`src/rtl/bpred_config.svh`:
```
`ifndef BPRED_CONFIG_SVH
`define BPRED_CONFIG_SVH

//////////////////////////////
// Predictor sizing
//////////////////////////////

// Instruction address width
`define BPRED_WORD_SIZE 16

// Table index width, 16 entries per table
`define BPRED_IDX_SIZE 4

// History counter width and its post-reset value (weakly not-taken)
`define BPRED_CNT_SIZE 2
`define BPRED_CNT_RESET 2'b01

`endif
```
`src/rtl/bpred_pkg.sv`:
```
`default_nettype none

`include "bpred_config.svh"

package bpred_pkg;

   //////////////////////////////
   // Address types
   //////////////////////////////

   // Full instruction address
   typedef logic [`BPRED_WORD_SIZE-1:0] word_t;

   // Low PC bits select a table entry
   typedef logic [`BPRED_IDX_SIZE-1:0] idx_t;

   // Remaining high PC bits
   typedef logic [`BPRED_WORD_SIZE-`BPRED_IDX_SIZE-1:0] tag_t;

   //////////////////////////////
   // Table payloads
   //////////////////////////////

   // Saturating history counter, MSB set means predict taken
   typedef logic [`BPRED_CNT_SIZE-1:0] counter_t;

   // BTB record
   typedef struct packed {
      logic  valid;
      tag_t  tag;
      word_t target;
   } btb_entry_t;

endpackage

`default_nettype wire

```
`src/rtl/branch_predictor_top.sv`:
```
`timescale 1ns/1ns
`default_nettype none

`include "bpred_config.svh"

// Standalone predictor: BTB and BHT side by side, resolver on top
module branch_predictor_top
   import bpred_pkg::*;
(
   input  wire        clk,
   input  wire        reset_n,

   // Fetch lookup
   input  wire word_t i_fetch_pc,
   output word_t      o_pred_npc,

   // Resolved branch strobe
   input  wire        i_resolve_valid,
   input  wire word_t i_resolve_pc,
   input  wire        i_resolve_taken,
   input  wire word_t i_resolve_target,
   input  wire word_t i_resolve_pred_npc,

   // Redirect and statistics
   output logic       o_redirect_valid,
   output word_t      o_redirect_pc,
   output word_t      o_num_branch,
   output word_t      o_num_miss
);

   localparam btb_entry_t BTB_INVALID = '{valid: 1'b0, tag: '0, target: '0};

   // Table indices from the low PC bits
   idx_t       fetch_idx;
   idx_t       resolve_idx;

   // Lookup results
   btb_entry_t btb_lookup;
   counter_t   bht_lookup;
   counter_t   bht_current;

   // Update path
   logic       btb_write;
   btb_entry_t btb_entry;
   logic       bht_write;
   counter_t   bht_entry;

   assign fetch_idx   = i_fetch_pc[`BPRED_IDX_SIZE-1:0];
   assign resolve_idx = i_resolve_pc[`BPRED_IDX_SIZE-1:0];

   //////////////////////////////
   // Tables
   //////////////////////////////

   // BTB update read port not needed, entry rewritten whole
   predictor_table #(
      .ENTRY_T     (btb_entry_t),
      .RESET_VALUE (BTB_INVALID)
   ) btb0 (
      .clk            (clk),
      .reset_n        (reset_n),
      .i_lookup_idx   (fetch_idx),
      .o_lookup_entry (btb_lookup),
      .i_update_idx   (resolve_idx),
      .o_update_entry (),
      .i_write        (btb_write),
      .i_write_entry  (btb_entry)
   );

   // BHT update read feeds the saturating step
   predictor_table #(
      .ENTRY_T     (counter_t),
      .RESET_VALUE (`BPRED_CNT_RESET)
   ) bht0 (
      .clk            (clk),
      .reset_n        (reset_n),
      .i_lookup_idx   (fetch_idx),
      .o_lookup_entry (bht_lookup),
      .i_update_idx   (resolve_idx),
      .o_update_entry (bht_current),
      .i_write        (bht_write),
      .i_write_entry  (bht_entry)
   );

   //////////////////////////////
   // Combining unit
   //////////////////////////////

   branch_resolver resolver0 (
      .clk                (clk),
      .reset_n            (reset_n),
      .i_fetch_pc         (i_fetch_pc),
      .i_btb_lookup       (btb_lookup),
      .i_bht_lookup       (bht_lookup),
      .o_pred_npc         (o_pred_npc),
      .i_resolve_valid    (i_resolve_valid),
      .i_resolve_pc       (i_resolve_pc),
      .i_resolve_taken    (i_resolve_taken),
      .i_resolve_target   (i_resolve_target),
      .i_resolve_pred_npc (i_resolve_pred_npc),
      .i_bht_current      (bht_current),
      .o_btb_write        (btb_write),
      .o_btb_entry        (btb_entry),
      .o_bht_write        (bht_write),
      .o_bht_entry        (bht_entry),
      .o_redirect_valid   (o_redirect_valid),
      .o_redirect_pc      (o_redirect_pc),
      .o_num_branch       (o_num_branch),
      .o_num_miss         (o_num_miss)
   );

endmodule

`default_nettype wire

```
`src/rtl/branch_resolver.sv`:
```
`timescale 1ns/1ns
`default_nettype none

`include "bpred_config.svh"

// Combines BTB and BHT lookups into the next PC prediction
// Turns resolve strobes into table writes, redirects and statistics
module branch_resolver
   import bpred_pkg::*;
(
   input  wire             clk,
   input  wire             reset_n,

   // Fetch lookup
   input  wire word_t      i_fetch_pc,
   input  wire btb_entry_t i_btb_lookup,
   input  wire counter_t   i_bht_lookup,
   output word_t           o_pred_npc,

   // Resolved branch from the pipeline
   input  wire             i_resolve_valid,
   input  wire word_t      i_resolve_pc,
   input  wire             i_resolve_taken,
   input  wire word_t      i_resolve_target,
   input  wire word_t      i_resolve_pred_npc,

   // Current BHT state at the resolved index
   input  wire counter_t   i_bht_current,

   // Table updates
   output logic            o_btb_write,
   output btb_entry_t      o_btb_entry,
   output logic            o_bht_write,
   output counter_t        o_bht_entry,

   // Misprediction redirect, one cycle after the strobe
   output logic            o_redirect_valid,
   output word_t           o_redirect_pc,

   // Statistics
   output word_t           o_num_branch,
   output word_t           o_num_miss
);

   // Fetch side
   tag_t     fetch_tag;
   logic     btb_hit;
   logic     pred_taken;
   word_t    fetch_seq_pc;

   // Resolve side
   word_t    resolve_seq_pc;
   word_t    resolved_pc;
   logic     resolve_miss;
   counter_t bht_next;

   //////////////////////////////
   // Prediction
   //////////////////////////////

   assign fetch_tag    = i_fetch_pc[`BPRED_WORD_SIZE-1:`BPRED_IDX_SIZE];
   assign fetch_seq_pc = i_fetch_pc + word_t'(1);

   // Hit needs a valid entry owned by this PC
   assign btb_hit    = i_btb_lookup.valid && (i_btb_lookup.tag == fetch_tag);
   assign pred_taken = i_bht_lookup[`BPRED_CNT_SIZE-1];

   // Target only when both tables agree, else fall through
   assign o_pred_npc = (btb_hit && pred_taken) ? i_btb_lookup.target : fetch_seq_pc;

   //////////////////////////////
   // Resolution
   //////////////////////////////

   assign resolve_seq_pc = i_resolve_pc + word_t'(1);
   assign resolved_pc    = i_resolve_taken ? i_resolve_target : resolve_seq_pc;

   // Compare against the prediction carried down the pipe
   assign resolve_miss = i_resolve_valid && (resolved_pc != i_resolve_pred_npc);

   // One step toward the outcome, saturating at both ends
   always_comb begin
      bht_next = i_bht_current;
      if (i_resolve_taken) begin
         if (i_bht_current != '1) begin
            bht_next = i_bht_current + counter_t'(1);
         end
      end
      else if (i_bht_current != '0) begin
         bht_next = i_bht_current - counter_t'(1);
      end
   end

   // BHT updated on every resolved branch
   assign o_bht_write = i_resolve_valid;
   assign o_bht_entry = bht_next;

   // BTB only learns taken branches
   assign o_btb_write        = i_resolve_valid && i_resolve_taken;
   assign o_btb_entry.valid  = 1'b1;
   assign o_btb_entry.tag    = i_resolve_pc[`BPRED_WORD_SIZE-1:`BPRED_IDX_SIZE];
   assign o_btb_entry.target = i_resolve_target;

   //////////////////////////////
   // Redirect and statistics
   //////////////////////////////

   always_ff @(posedge clk) begin
      if (!reset_n) begin
         o_redirect_valid <= 1'b0;
         o_num_branch     <= '0;
         o_num_miss       <= '0;
      end
      else begin
         // Pulse lasts one cycle per missed strobe
         o_redirect_valid <= resolve_miss;
         if (i_resolve_valid) begin
            o_num_branch <= o_num_branch + word_t'(1);
         end
         if (resolve_miss) begin
            o_num_miss <= o_num_miss + word_t'(1);
         end
      end
   end

   // Redirect PC only meaningful with o_redirect_valid
   always_ff @(posedge clk) begin
      if (resolve_miss) begin
         o_redirect_pc <= resolved_pc;
      end
   end

   //////////////////////////////
   // Checks
   //////////////////////////////

   // Back-to-back redirects need back-to-back strobes
   a_redirect_pulse: assert property (
      @(posedge clk) disable iff (!reset_n)
      (o_redirect_valid && $past(o_redirect_valid))
         |-> ($past(i_resolve_valid) && $past(i_resolve_valid, 2))
   );

   // Statistics only move upward outside reset
   a_counts_monotonic: assert property (
      @(posedge clk) disable iff (!reset_n)
      $past(reset_n) |-> ((o_num_branch >= $past(o_num_branch))
                          && (o_num_miss >= $past(o_num_miss)))
   );

endmodule

`default_nettype wire

```
`src/rtl/predictor_table.sv`:
```
`timescale 1ns/1ns
`default_nettype none

`include "bpred_config.svh"

// Direct-mapped table shared by BTB and BHT
// Lookup port serves fetch, update port serves resolution
module predictor_table
   import bpred_pkg::*;
#(
   parameter type    ENTRY_T     = counter_t,
   parameter ENTRY_T RESET_VALUE = ENTRY_T'(0)
) (
   input  wire         clk,
   input  wire         reset_n,

   // Fetch side read
   input  wire idx_t   i_lookup_idx,
   output ENTRY_T      o_lookup_entry,

   // Resolution side read
   input  wire idx_t   i_update_idx,
   output ENTRY_T      o_update_entry,

   // Resolution side write, same index as update read
   input  wire         i_write,
   input  wire ENTRY_T i_write_entry
);

   //////////////////////////////
   // Storage
   //////////////////////////////

   localparam int NUM_ENTRIES = 1 << `BPRED_IDX_SIZE;

   ENTRY_T table_mem [NUM_ENTRIES];

   //////////////////////////////
   // Read ports
   //////////////////////////////

   // Combinational reads
   // A same-cycle write is not yet visible here
   assign o_lookup_entry = table_mem[i_lookup_idx];
   assign o_update_entry = table_mem[i_update_idx];

   //////////////////////////////
   // Write port
   //////////////////////////////

   always_ff @(posedge clk) begin
      if (!reset_n) begin
         // Whole table back to its known state
         for (int i = 0; i < NUM_ENTRIES; i++) begin
            table_mem[i] <= RESET_VALUE;
         end
      end
      else if (i_write) begin
         table_mem[i_update_idx] <= i_write_entry;
      end
   end

   //////////////////////////////
   // Checks
   //////////////////////////////

   // Write address must be known when a write is requested
   a_write_idx_known: assert property (
      @(posedge clk) disable iff (!reset_n)
      i_write |-> !$isunknown(i_update_idx)
   );

endmodule

`default_nettype wire

```
`config.mk`:
```
export PLATFORM = sky130hd
export DESIGN_NAME = branch_predictor_top
export DESIGN_NICKNAME = d
export VERILOG_FILES = /design/src/rtl/bpred_pkg.sv /design/src/rtl/branch_predictor_top.sv /design/src/rtl/branch_resolver.sv /design/src/rtl/predictor_table.sv
export VERILOG_INCLUDE_DIRS = /design/src /design/src/rtl
export SDC_FILE = /design/constraint.sdc
export NUM_CORES = 1
export LEC_CHECK = 0
export ABC_AREA = 0
export ABC_CLOCK_PERIOD_IN_PS = 5800
export BUFFER_PORTS_ARGS = -buffer_cell sky130_fd_sc_hd__buf_2
export CAP_MARGIN = 10
export CORE_ASPECT_RATIO = 1.2
export CORE_MARGIN = 2
export CORE_UTILIZATION = 30
export CTS_CLUSTER_DIAMETER = 30
export CTS_CLUSTER_SIZE = 25
export DETAILED_ROUTE_END_ITERATION = 6
export GPL_TIMING_DRIVEN = 1
export PLACE_DENSITY_LB_ADDON = 0.3
export SLEW_MARGIN = 20
export SYNTH_ARGS = -nofsm -noshare
export SYNTH_HDL_FRONTEND = slang
export SYNTH_SLANG_ARGS = --single-unit
```
`constraint.sdc`:
```
create_clock -name clk -period 5.8 [get_ports clk]
set_clock_uncertainty 0.15 [all_clocks]
set_input_delay 0.87 -clock clk [delete_from_list [all_inputs] [get_ports clk]]
set_output_delay 0.87 -clock clk [all_outputs]
set_load 0.01 [all_outputs]
```
==> summary.md, run 1 <==
| Metric | Value |
|---|---|
| Outcome | finished, final reports clean |
| Register cell area after layout | 0.0159 mm2 |
| RePlAce Congestion | 0.817 |
| Number of enable flip-flop cells after synthesis | 496 |
| Syn Area/Cell | 13.9 um2 |
| Number of global-route vias before repair | 17700 |
| Dominant cells by area after synthesis | sky130_fd_sc_hd__edfxtp_1 57%, sky130_fd_sc_hd__mux4_2 11%, sky130_fd_sc_hd__and2_1 8.0%, sky130_fd_sc_hd__dfxtp_1 3.8%, sky130_fd_sc_hd__nor2_1 1.9% |
| Post-Place Setup Slack | 0.355 ns |
| Largest net degree at the start of global routing | 64 |
| Required time of the critical path | 4.78 ns |
| Worst hold start | btb0.table_mem[9][28]$_SDFFE_PP1N_ |
| CTS Buffer Depth | 3 |
| Aggregate global-route resource usage | 20.0% |
| RSZ-0062 raised after global routing | no |
| Worst-Margin Slew | 1.08 ns |
| Fill count | 8077 |
| Commonest non-fill, non-tap cells in the layout | 496 x sky130_fd_sc_hd__edfxtp_1, 332 x sky130_fd_sc_hd__and2_1, 129 x sky130_fd_sc_hd__buf_2 |
| Synthesized instance count | 1868 |
| Flops & latches, synth | 545 |
| Top-area cell type share of the netlist area | 57.2% |
| Total number of placement rows | 118 |
| Count of antenna-violating nets left after detailed routing | 0 |
| Hold-critical path depth | 1 |
| Power density over the cells | 373 mW/mm2 |
| WL final | 89200 um |
| Library cell with the largest summed area after synthesis | sky130_fd_sc_hd__edfxtp_1 |
| Fraction of synthesis flops using an asynchronous set or reset pin | 0% |
| Worst-Skew Late Latency | 0.67 ns |
| Initial core utilization | 30.2% |
| Count of final max-slew check failures | 0 |
| Area of the multi-input gates | 0.00963 mm2 |
| Distinct cell type count after synthesis | 66 |
| First-pass GRT wire length | 128000 um |
| Layout net count | 2100 |
| Gr ovfl total | 0 |
| HPWL reported at the end of detailed placement | 56500 um |
| Width of the die | 273 um |
| Post-CTS Hold Buffers | 0 |
| Most common cell after layout, fill and taps aside | sky130_fd_sc_hd__edfxtp_1 |
| Cell Area, Synth | 0.0260 mm2 |
| Worst Hold End | btb0.table_mem[9][28]$_SDFFE_PP1N_ |
| Number of antenna violations at the first check in global routing | 11 |
| Number of design rule violations left after detail routing | 0 |
| Share of the yosys chip area belonging to registers | 61.0% |
| Number of vias per cell after detailed routing | 5.22 |
| Count of TritonRoute iterations in the first routing pass | 6 |
| Inserted Clock Buffers | 114 |
| Final Setup Violations | 0 |
| Number of hold-slack violations in the final timing report | 0 |
| Quantity of I/O buffers inserted on ports | 132 |
| Core Footprint | 0.0861 mm2 |
| Leakage component of the power | 11.6 nW |
| CP Capture Type | output pin |
| Vertical die dimension | 327 um |
| Max transition margin | 28.2% |
| Origin of the critical flop-to-flop path | bht0.table_mem[6][1]$_SDFFCE_PN0P_ |
| Number of sinks on the clock net | 545 |
| Path category of the worst min-delay check | reg -> reg |
| Gates resized, CTS repair | 0 |
| Routed wirelength normalized by instance count | 27.3 um |
| CP Max Fanout | 32 |
| Final Critical Period | 5.48 ns |
| Worst Reg2Reg Path Length in Cells | 5 |
| Area added between synthesis and finish | 23.8% |
| Top Ports | 133 |
| Vias after detailed routing | 17100 |
| Fmax | 0.183 GHz |
| Clock-pin slew of the registers on the worst-case setup and hold paths | 0.04 ns |
| Clock tree root driver cell | sky130_fd_sc_hd__clkbuf_16 |
| Share of cells above drive strength 1 | 26.7% |
| 1st-iter DRT viols | 1610 |
| Primary FF master, synth | sky130_fd_sc_hd__edfxtp_1 |
| Arrival @ worst endpoint | 4.46 ns |
| Clock tree from TritonCTS | yes |
| Startpoint type of the worst setup path | primary input |
| Final worst path period share | 94.4% |
| Max-cap violations | 0 |
| DIE AREA | 0.0891 mm2 |
| Setup CP Type | in -> out |
| Yosys warnings | 0 |
| Maximum level of the CTS H-tree | 3 |
| Synth Net Count | 1943 |
| Final sum of negative setup slack | 0 ns |
| Worst flop-to-flop path endpoint | bht0.table_mem[9][0]$_SDFFCE_PN1P_ |
| R2R Setup Slk | 3.14 ns |
| Min setup slack post-route | 0.323 ns |
| Setup Buffers After CTS | 0 |
| IR Drop Worst-Case VDD | 0.261 mV |
==> how the worst max path moves through the flow <==
stage	start	endpoint	slack, ns	cells past startpoint
final	i_fetch_pc[0]	o_pred_npc[5]	0.32	10
after global routing	i_fetch_pc[2]	o_pred_npc[5]	0.24	11
after CTS	i_fetch_pc[0]	o_pred_npc[5]	0.36	10
after detailed placement	i_fetch_pc[0]	o_pred_npc[5]	0.36	10
after global placement	i_fetch_pc[0]	o_pred_npc[4]	0.37	10
after floorplan	i_resolve_valid	btb0.table_mem[4][0]$_DFFE_PP_	0.95	5
==> worst max-delay path, stage by stage <==
cell	delay, ns
sky130_fd_sc_hd__buf_6	0.33
sky130_fd_sc_hd__buf_4	0.33
sky130_fd_sc_hd__mux4_2	0.53
sky130_fd_sc_hd__mux2i_1	0.41
sky130_fd_sc_hd__xnor2_1	0.11
sky130_fd_sc_hd__o31ai_1	0.49
sky130_fd_sc_hd__nand4_4	0.55
sky130_fd_sc_hd__buf_4	0.36
sky130_fd_sc_hd__mux2_2	0.27
sky130_fd_sc_hd__buf_2	0.14
==> cell families (layout without fill, tap and decap cells) <==
kind of cell | Yosys count | count (layout) | synth area share (%)
flops | 545 | 545 | 61.0
simple gates | 740 | 740 | 15.5
xor+xnor | 92 | 92 | 3.15
buf+inv | 175 | 432 | 2.86
other cells | 0 | 1 | 0
fa+ha+maj | 9 | 9 | 0.414
mux | 182 | 182 | 13.9
compound gates | 125 | 125 | 3.14
==> per-stage QoR <==
step / util [%] / power, W / cell area, um2 / hold slack (ns) / instances
3_3_place_gp: 32.8 / 0.00545 / 28200 / 0.281 / 3049
5_1_grt: 37.4 / 0.0124 / 32200 / 0.325 / 3265
3_5_place_dp: 32.8 / 0.00547 / 28200 / 0.291 / 3049
4_1_cts: 37.4 / 0.0121 / 32200 / 0.301 / 3265
2_1_floorplan: - / 0.00509 / 26000 / 0.273 / 1868
6_report: 37.4 / 0.0120 / 32200 / 0.302 / 3266
==> where the power goes <==
part | switching, W | internal [W]
logic | 0.000528 | 0.000308
registers | 0.0000661 | 0.00449
clock network | 0.00224 | 0.00439
total | 0.00284 | 0.00919
==> cells in the mapped netlist (3+ instances only) <==
cell type / count
sky130_fd_sc_hd__edfxtp_1: 496
sky130_fd_sc_hd__and2_1: 332
sky130_fd_sc_hd__nor2_1: 133
sky130_fd_sc_hd__mux4_2: 128
sky130_fd_sc_hd__clkbuf_1: 114
sky130_fd_sc_hd__nand2_1: 92
sky130_fd_sc_hd__xor2_1: 50
sky130_fd_sc_hd__dfxtp_1: 49
sky130_fd_sc_hd__o21ai_0: 46
sky130_fd_sc_hd__nor3_1: 45
sky130_fd_sc_hd__nand3_1: 41
sky130_fd_sc_hd__xnor2_1: 41
sky130_fd_sc_hd__and3_1: 32
sky130_fd_sc_hd__mux2i_1: 28
sky130_fd_sc_hd__buf_2: 20
sky130_fd_sc_hd__a21o_1: 15
sky130_fd_sc_hd__inv_1: 15
sky130_fd_sc_hd__a21oi_1: 14
sky130_fd_sc_hd__buf_1: 14
sky130_fd_sc_hd__nand4_1: 14
sky130_fd_sc_hd__mux2_4: 9
sky130_fd_sc_hd__mux4_1: 9
sky130_fd_sc_hd__o21a_1: 9
sky130_fd_sc_hd__mux2_2: 8
sky130_fd_sc_hd__nor2b_1: 8
sky130_fd_sc_hd__ha_1: 7
sky130_fd_sc_hd__o211ai_1: 7
sky130_fd_sc_hd__o31ai_1: 7
sky130_fd_sc_hd__or4_1: 7
sky130_fd_sc_hd__and4_1: 6
sky130_fd_sc_hd__nor3b_1: 6
sky130_fd_sc_hd__buf_6: 5
sky130_fd_sc_hd__nor4_1: 5
sky130_fd_sc_hd__or3_1: 5
sky130_fd_sc_hd__a211oi_1: 4
sky130_fd_sc_hd__nand2b_1: 4
sky130_fd_sc_hd__a221oi_1: 3
sky130_fd_sc_hd__and3b_1: 3
==> state kept, by name (all words and copies together), names as in the netlist <==
register,cells
resolver0.o_redirect_pc,16
btb0.table_mem,464
resolver0.o_redirect_valid,1
resolver0.o_num_miss,16
bht0.table_mem,32
resolver0.o_num_branch,16
==> final cells by class <==
| class | instances | share of cell area, % |
|---|---|---|
| antenna | 1 | 0.00777 |
| clock buffer | 137 | 9.39 |
| clock inverter | 79 | 3.00 |
| inverter | 18 | 0.214 |
| multi-input combinational | 1148 | 29.9 |
| sequential | 545 | 49.3 |
| tap | 1140 | 4.43 |
| timing repair buffer | 198 | 3.79 |
==> metal layers <==
metal | share of wire, % | vias to the layer above | wire length [um] | track usage (%)
li1 | - | 7258 | - | -
met1 | 38 | 8808 | 34200 | 24.3
met2 | 51 | 762 | 45100 | 34.8
met3 | 7.3 | 220 | 6470 | 3.98
met4 | 3.7 | 8 | 3330 | 7.54
met5 | 0.062 | - | 55 | 0
Note: power is estimated with default switching activity, not from simulation.
==> inputs of run 2 (changes only) <==
--- a/config.mk
+++ b/config.mk
@@ -8,7 +8,6 @@
 export LEC_CHECK = 0
 export ABC_AREA = 0
 export ABC_CLOCK_PERIOD_IN_PS = 5800
-export BUFFER_PORTS_ARGS = -buffer_cell sky130_fd_sc_hd__buf_2
 export CAP_MARGIN = 10
 export CORE_ASPECT_RATIO = 1.2
 export CORE_MARGIN = 2
@@ -16,8 +15,10 @@
 export CTS_CLUSTER_DIAMETER = 30
 export CTS_CLUSTER_SIZE = 25
 export DETAILED_ROUTE_END_ITERATION = 6
+export DONT_BUFFER_PORTS = 1
 export GPL_TIMING_DRIVEN = 1
 export PLACE_DENSITY_LB_ADDON = 0.3
+export REMOVE_ABC_BUFFERS = 1
 export SLEW_MARGIN = 20
 export SYNTH_ARGS = -nofsm -noshare
 export SYNTH_HDL_FRONTEND = slang
==> summary.md, run 2 (same netlist as run 1, synthesis figures left out) <==
| Metric | Value |
|---|---|
| Commonest non-fill, non-tap cells in the layout | 496 x sky130_fd_sc_hd__edfxtp_1, 332 x sky130_fd_sc_hd__and2_1, 128 x sky130_fd_sc_hd__mux4_2 |
| Core Footprint | 0.0861 mm2 (unchanged) |
| HPWL reported at the end of detailed placement | 51200 um (-9.4%) |
| Register ranked first by flip-flop count | btb0.table_mem |
| Cells along the critical path | mux4_1 -> mux4_2 -> or3_1 -> a21oi_2 -> nand4_4 -> mux2_2 |
| Largest registers | btb0.table_mem x464, bht0.table_mem x32 |
| Post-Place Setup Slack | 1.15 ns (+0.797 ns) |
| Outcome | finished, final reports clean |
| Final sum of negative setup slack | 0 ns (unchanged) |
| Routed wirelength normalized by instance count | 27.5 um (+0.66%) |
| Startpoint type of the worst setup path | primary input |
| Number of global-route vias before repair | 16600 (-6.5%) |
| WL final | 84800 um (-4.9%) |
| Gates resized, CTS repair | 0 (unchanged) |
| 1st-iter DRT viols | 1604 (-0.37%) |
| CTS Buffer Depth | 3 (unchanged) |
| Leakage component of the power | 10.7 nW (-8.1%) |
| Aggregate global-route resource usage | 19.0% (-0.99 points) |
| Area added between synthesis and finish | 19.1% |
| Fmax | 0.205 GHz (+12%) |
| Setup Buffers After CTS | 0 (unchanged) |
| Clock-pin slew of the registers on the worst-case setup and hold paths | 0.04 ns (about the same) |
| Register cell area after layout | 0.0159 mm2 (unchanged) |
| CP Max Fanout | 123 (+280%) |
| Number of sinks on the clock net | 545 (unchanged) |
| Cell at the slowest stage of the critical path | sky130_fd_sc_hd__mux4_1 |
| Cell type group with the largest total delay on the critical path | multiplexers |
| Count of TritonRoute iterations in the first routing pass | 6 (unchanged) |
| Critical path buffer and inverter count | 0 (-4) |
| Worst path max stage delay | 0.64 ns (+0.09 ns) |
| Number of antenna violations at the first check in global routing | 5 (-6) |
| Max transition margin | 25.5% (-2.7 points) |
| Final Setup Violations | 0 (unchanged) |
| Setup CP Type | in -> out |
| Path category of the worst min-delay check | in -> reg |
| Final worst path period share | 84.0% (-10 points) |
| Number of flip-flops in the largest register | 464 (unchanged) |
| Fill count | 8144 (+0.83%) |
| Power density over the cells | 367 mW/mm2 (-1.7%) |
| Inserted Clock Buffers | 110 (-3.5%) |
| First-pass GRT wire length | 120000 um (-6.1%) |
| CP Capture Type | output pin |
| Share of cells above drive strength 1 | 19.5% (-7.1 points) |
| Count of antenna-violating nets left after detailed routing | 0 (unchanged) |
| Worst-Skew Late Latency | 0.68 ns (about the same) |
| Worst-Margin Slew | 1.12 ns (+0.0381 ns) |
| Number of hold-slack violations in the final timing report | 0 (unchanged) |
| Min setup slack post-route | 0.927 ns (+0.604 ns) |
| Top Ports | 133 (unchanged) |
| RSZ-0062 raised after global routing | no |
| Final Critical Period | 4.87 ns (-0.604 ns) |
| Most common cell after layout, fill and taps aside | sky130_fd_sc_hd__edfxtp_1 |
| Arrival @ worst endpoint | 3.85 ns (-0.61 ns) |
| Number of design rule violations left after detail routing | 0 (unchanged) |
| Width of the die | 273 um (unchanged) |
| Total number of placement rows | 118 (unchanged) |
| Vertical die dimension | 327 um (unchanged) |
| Clock tree root driver cell | sky130_fd_sc_hd__clkbuf_16 |
| Count of final max-slew check failures | 0 (unchanged) |
| Clock tree from TritonCTS | yes |
| Initial core utilization | 30.2% (unchanged) |
| Number of vias per cell after detailed routing | 5.17 (-1.1%) |
| Overall power | 0.0114 W (-5.4%) |
| IR Drop Worst-Case VDD | 0.282 mV (+8.1%) |
| Vias after detailed routing | 16000 (-6.5%) |
| Required time of the critical path | 4.78 ns (about the same) |
| DIE AREA | 0.0891 mm2 (unchanged) |
| Largest net degree at the start of global routing | 124 (+94%) |
| Post-CTS Hold Buffers | 0 (unchanged) |
| Gr ovfl total | 0 (unchanged) |
| Area of the multi-input gates | 0.00968 mm2 (+0.52%) |
| RePlAce Congestion | 0.831 (+1.7%) |
| Layout net count | 1924 (-8.4%) |
| Quantity of I/O buffers inserted on ports | 0 (-100%) |
| Smallest hold slack | 0.201 ns (-0.102 ns) |
| Max-cap violations | 0 (unchanged) |
| Maximum level of the CTS H-tree | 3 (unchanged) |
[run 2: cell count changes in the layout (fill, tap and decap cells not counted), moves of 2 or more]
cell / before / now
sky130_fd_sc_hd__buf_2: 129 / 0
sky130_fd_sc_hd__buf_4: 63 / 25
sky130_fd_sc_hd__nor2_2: 15 / 5
sky130_fd_sc_hd__nor2_4: 1 / 11
sky130_fd_sc_hd__clkbuf_16: 117 / 110
sky130_fd_sc_hd__clkinv_1: 16 / 23
sky130_fd_sc_hd__clkinv_2: 25 / 21
sky130_fd_sc_hd__clkinvlp_4: 8 / 12
sky130_fd_sc_hd__buf_12: 4 / 1
sky130_fd_sc_hd__bufinv_16: 15 / 12
sky130_fd_sc_hd__inv_6: 5 / 2
sky130_fd_sc_hd__buf_6: 2 / 0
sky130_fd_sc_hd__clkbuf_8: 2 / 0
sky130_fd_sc_hd__diode_2: 1 / 3
[run 2: worst paths after layout]
| path | start | depth (start not counted) | to | slack, ns |
|---|---|---|---|---|
| max | i_fetch_pc[0] | 6 | o_pred_npc[4] | 0.93 |
| min | i_resolve_valid | 2 | resolver0.o_num_branch[1]$_SDFFE_PN0P_ | 0.20 |
| max reg2reg | bht0.table_mem[7][1]$_SDFFCE_PN0P_ | 5 | bht0.table_mem[5][0]$_SDFFCE_PN1P_ | 3.17 |
| min reg2reg | btb0.table_mem[8][28]$_SDFFE_PP1N_ | 1 | btb0.table_mem[8][28]$_SDFFE_PP1N_ | 0.30 |
[run 2: worst reg2reg max path: cells and delay by family, from the launching register on]
kind	cells	cell delay, ns
mux	2	0.77
compound gates	1	0.23
simple gates	1	0.21
fa+ha+maj	1	0.57
flops	1	0.40
[run 2: final cells by class]
type | instances | area share, %
Clock buffer | 127 | 9.09
Inverter | 18 | 0.222
Clock inverter | 80 | 2.90
Sequential cell | 545 | 51.2
Antenna cell | 3 | 0.0242
Timing Repair Buffer | 26 | 0.670
Tap cell | 1140 | 4.60
Multi-Input combinational cell | 1148 | 31.2
[run 2: per-stage QoR]
step,util [%],instance area [um2],std cells
after CTS,36.0,31000,3084
after global placement,31.7,27300,2877
after floorplan,-,25300,1711
after detailed placement,31.7,27300,2877
after global routing,36.0,31000,3084
final,36.0,31000,3087
[run 2: layer usage]
metal / up-vias / wire length [um] / global-route usage, %
li1: 6887 / - / -
met1: 8227 / 31800 / 22.2
met2: 699 / 42700 / 32.5
met3: 138 / 8140 / 6.48
met4: 0 / 2270 / 6.45
met5: - / 0 / 0
[run 2: power by group]
part / switching [W] / total (W) / internal, W
Sequential: 0.0000719 / 0.00456 / 0.00449
Clock: 0.00220 / 0.00623 / 0.00403
Combinational: 0.000321 / 0.000586 / 0.000265
Total: 0.00259 / 0.0114 / 0.00878
==> inputs of run 3 (changes only) <==
--- a/config.mk
+++ b/config.mk
@@ -7,7 +7,7 @@
 export NUM_CORES = 1
 export LEC_CHECK = 0
 export ABC_AREA = 0
-export ABC_CLOCK_PERIOD_IN_PS = 5800
+export ABC_CLOCK_PERIOD_IN_PS = 4960
 export CAP_MARGIN = 10
 export CORE_ASPECT_RATIO = 1.2
 export CORE_MARGIN = 2
==> constraint.sdc (replaced) <==
create_clock -name clk -period 4.96 [get_ports clk]
set_clock_uncertainty 0.15 [all_clocks]
set_input_delay 0.744 -clock clk [delete_from_list [all_inputs] [get_ports clk]]
set_output_delay 0.744 -clock clk [all_outputs]
set_load 0.01 [all_outputs]
==> summary.md, run 3 (same netlist as run 1, synthesis figures left out) <==
| Metric | Value |
|---|---|
| Clock tree root driver cell | sky130_fd_sc_hd__clkbuf_16 |
| Psw | 0.00309 W (+19%) |
| R2R Setup Slk | 2.31 ns (-0.86 ns) |
| Startpoint type of the worst setup path | register |
| Register ranked first by flip-flop count | btb0.table_mem |
| Leakage component of the power | 10.9 nW (+1.9%) |
| Hold-critical path depth | 1 (-1) |
| Number of antenna violations at the first check in global routing | 0 (-5) |
| Fmax | 0.222 GHz |
| Count of final max-slew check failures | 0 (unchanged) |
| Core Footprint | 0.0861 mm2 (unchanged) |
| Commonest non-fill, non-tap cells in the layout | 496 x sky130_fd_sc_hd__edfxtp_1, 332 x sky130_fd_sc_hd__and2_1, 128 x sky130_fd_sc_hd__mux4_2 |
| Final Critical Period | 4.50 ns |
| CP Capture Type | output pin |
| RSZ-0062 raised after global routing | no |
| Clock tree from TritonCTS | yes |
| Quantity of I/O buffers inserted on ports | 0 (unchanged) |
| IR Drop Worst-Case VDD | 0.307 mV (+8.6%) |
| DIE AREA | 0.0891 mm2 (unchanged) |
| Worst-Margin Slew | 0.923 ns (-0.192 ns) |
| Inserted Clock Buffers | 113 (+2.7%) |
| Gr ovfl total | 0 (unchanged) |
| Number of hold-slack violations in the final timing report | 0 (unchanged) |
| Largest net degree at the start of global routing | 124 (unchanged) |
| Origin of the critical flop-to-flop path | bht0.table_mem[6][1]$_SDFFCE_PN0P_ |
| Design internal power | 0.0106 W (+21%) |
| Worst hold start | reset_n |
| Cell total after placement | 2895 (+0.63%) |
| Maximum level of the CTS H-tree | 3 (unchanged) |
| Number of global-route vias before repair | 16500 (-0.27%) |
| Setup CP Type | reg -> out |
| Width of the die | 273 um (unchanged) |
| Number of design rule violations left after detail routing | 0 (unchanged) |
| Count of antenna-violating nets left after detailed routing | 0 (unchanged) |
| Vertical die dimension | 327 um (unchanged) |
| RePlAce Congestion | 0.812 (-2.2%) |
| Power density over the cells | 437 mW/mm2 (+19%) |
| Initial core utilization | 30.2% (unchanged) |
| Required time of the critical path | 4.07 ns (-0.71 ns) |
| Worst Hold End | btb0.table_mem[12][28]$_SDFFE_PP1N_ |
| Overall power | 0.0137 W (+20%) |
| Arrival @ worst endpoint | 3.61 ns (-0.24 ns) |
| First-pass GRT wire length | 121000 um (+0.45%) |
| Most common cell after layout, fill and taps aside | sky130_fd_sc_hd__edfxtp_1 |
| Total number of placement rows | 118 (unchanged) |
| Gates resized, CTS repair | 0 (unchanged) |
| Aggregate global-route resource usage | 19.0% (+0.024 points) |
| Largest registers | btb0.table_mem x464, bht0.table_mem x32 |
| Worst-Skew Late Latency | 0.67 ns (about the same) |
| CP Max Fanout | 9 (-93%) |
| Worst flop-to-flop path endpoint | bht0.table_mem[2][0]$_SDFFCE_PN1P_ |
| Layout net count | 1945 (+1.1%) |
| Fraction of power spent switching nets | 22.6% (-0.23 points) |
| Sequential share of power | 38.9% (-1.2 points) |
| Final worst path period share | 90.8% |
| Post-CTS Hold Buffers | 0 (unchanged) |
| Area added between synthesis and finish | 20.3% |
| 1st-iter DRT viols | 1749 (+9.0%) |
| Number of vias per cell after detailed routing | 5.20 (+0.61%) |
| Post-Place Setup Slack | 0.590 ns (-0.563 ns) |
| Count of TritonRoute iterations in the first routing pass | 5 (-1) |
| Final Setup Violations | 0 (unchanged) |
| Clock-pin slew of the registers on the worst-case setup and hold paths | 0.05 ns (about the same) |
| Smallest hold slack | 0.0758 ns (-0.125 ns) |
| Share of cells above drive strength 1 | 21.1% (+1.5 points) |
| HPWL reported at the end of detailed placement | 50600 um (-1.1%) |
| Routed wirelength normalized by instance count | 27.4 um (-0.37%) |
| CTS Buffer Depth | 3 (unchanged) |
| Worst Reg2Reg Path Length in Cells | 5 (unchanged) |
| Combinational power share | 5.1% (about the same) |
| Path category of the worst min-delay check | in -> reg |
| Number of sinks on the clock net | 545 (unchanged) |
| Final sum of negative setup slack | 0 ns (unchanged) |
| Number of flip-flops in the largest register | 464 (unchanged) |
| Non-filler cells, final | 3105 (+0.58%) |
| Vias after detailed routing | 16100 (+1.2%) |
| Max transition margin | 38.4% (+13 points) |
| Top Ports | 133 (unchanged) |
| Min setup slack post-route | 0.457 ns (-0.470 ns) |
| WL final | 85000 um (+0.21%) |
| Max-cap violations | 0 (unchanged) |
| Outcome | finished, final reports clean |
| Clk pwr share | 56.0% (+1.2 points) |
| Setup Buffers After CTS | 0 (unchanged) |
run 3: cell types whose count changed in the layout (fill, tap and decap cells not counted), sizes merged:
| cell | delta |
|---|---|
| diode | -2 |
| buf | +18 |
| inv | +1 |
| clkinv | -3 |
| clkbuf | -2 |
| bufinv | +4 |
| clkinvlp | +2 |
run 3: per-stage QoR:
stage	util, %	cell area, um2
finish	36.4	31300
global route	36.4	31300
CTS	36.4	31300
detailed placement	31.8	27400
global placement	31.8	27400
floorplan	-	25300
run 3: cell type report:
| type | instances | area (um2) |
|---|---|---|
| Clock buffer | 125 | 2870 |
| Clock inverter | 84 | 1060 |
| Inverter | 18 | 68.8 |
| Multi-Input combinational cell | 1148 | 9620 |
| Tap cell | 1140 | 1430 |
| Antenna cell | 1 | 2.50 |
| Sequential cell | 545 | 15900 |
| Timing Repair Buffer | 44 | 380 |
| Fill cell | 8141 | 54800 |
run 3: per-layer routing:
| layer | share of wire (%) | GRT usage, % | vias up |
|---|---|---|---|
| li1 | - | - | 6933 |
| met1 | 38 | 23.1 | 8303 |
| met2 | 48 | 31.3 | 759 |
| met3 | 11 | 6.55 | 147 |
| met4 | 3.3 | 7.00 | 0 |
| met5 | 0 | 0 | - |
run 3: worst max-delay path by stage:
stage | end | slack [ns] | startpoint
after global routing | o_pred_npc[10] | 0.35 | btb0.table_mem[10][22]$_DFFE_PP_
after global placement | o_pred_npc[7] | 0.63 | i_fetch_pc[0]
final | o_pred_npc[12] | 0.46 | btb0.table_mem[1][19]$_DFFE_PP_
after detailed placement | o_pred_npc[12] | 0.59 | i_fetch_pc[0]
after floorplan | btb0.table_mem[4][0]$_DFFE_PP_ | 0.56 | i_resolve_valid
after CTS | o_pred_npc[12] | 0.38 | btb0.table_mem[15][26]$_DFFE_PP_
run 3: worst max-delay path, stage by stage, from the launching register on:
cell                       delay (ns)
sky130_fd_sc_hd__edfxtp_1        0.36
sky130_fd_sc_hd__mux4_1          0.50
sky130_fd_sc_hd__nor2b_1         0.14
sky130_fd_sc_hd__a211oi_1        0.27
sky130_fd_sc_hd__a21oi_1         0.10
sky130_fd_sc_hd__xor2_1          0.16
sky130_fd_sc_hd__nor4_2          0.40
sky130_fd_sc_hd__nand4_4         0.33
sky130_fd_sc_hd__buf_4           0.31
sky130_fd_sc_hd__mux2_4          0.33
run 3: power by group through the flow:
stage | logic [W] | clock network (W) | registers [W]
after floorplan | 0.000461 | 0 | 0.00539
after global placement | 0.000692 | 0 | 0.00540
after detailed placement | 0.000694 | 0 | 0.00541
after CTS | 0.000697 | 0.00775 | 0.00533
after global routing | 0.000732 | 0.00798 | 0.00535
final | 0.000694 | 0.00766 | 0.00533
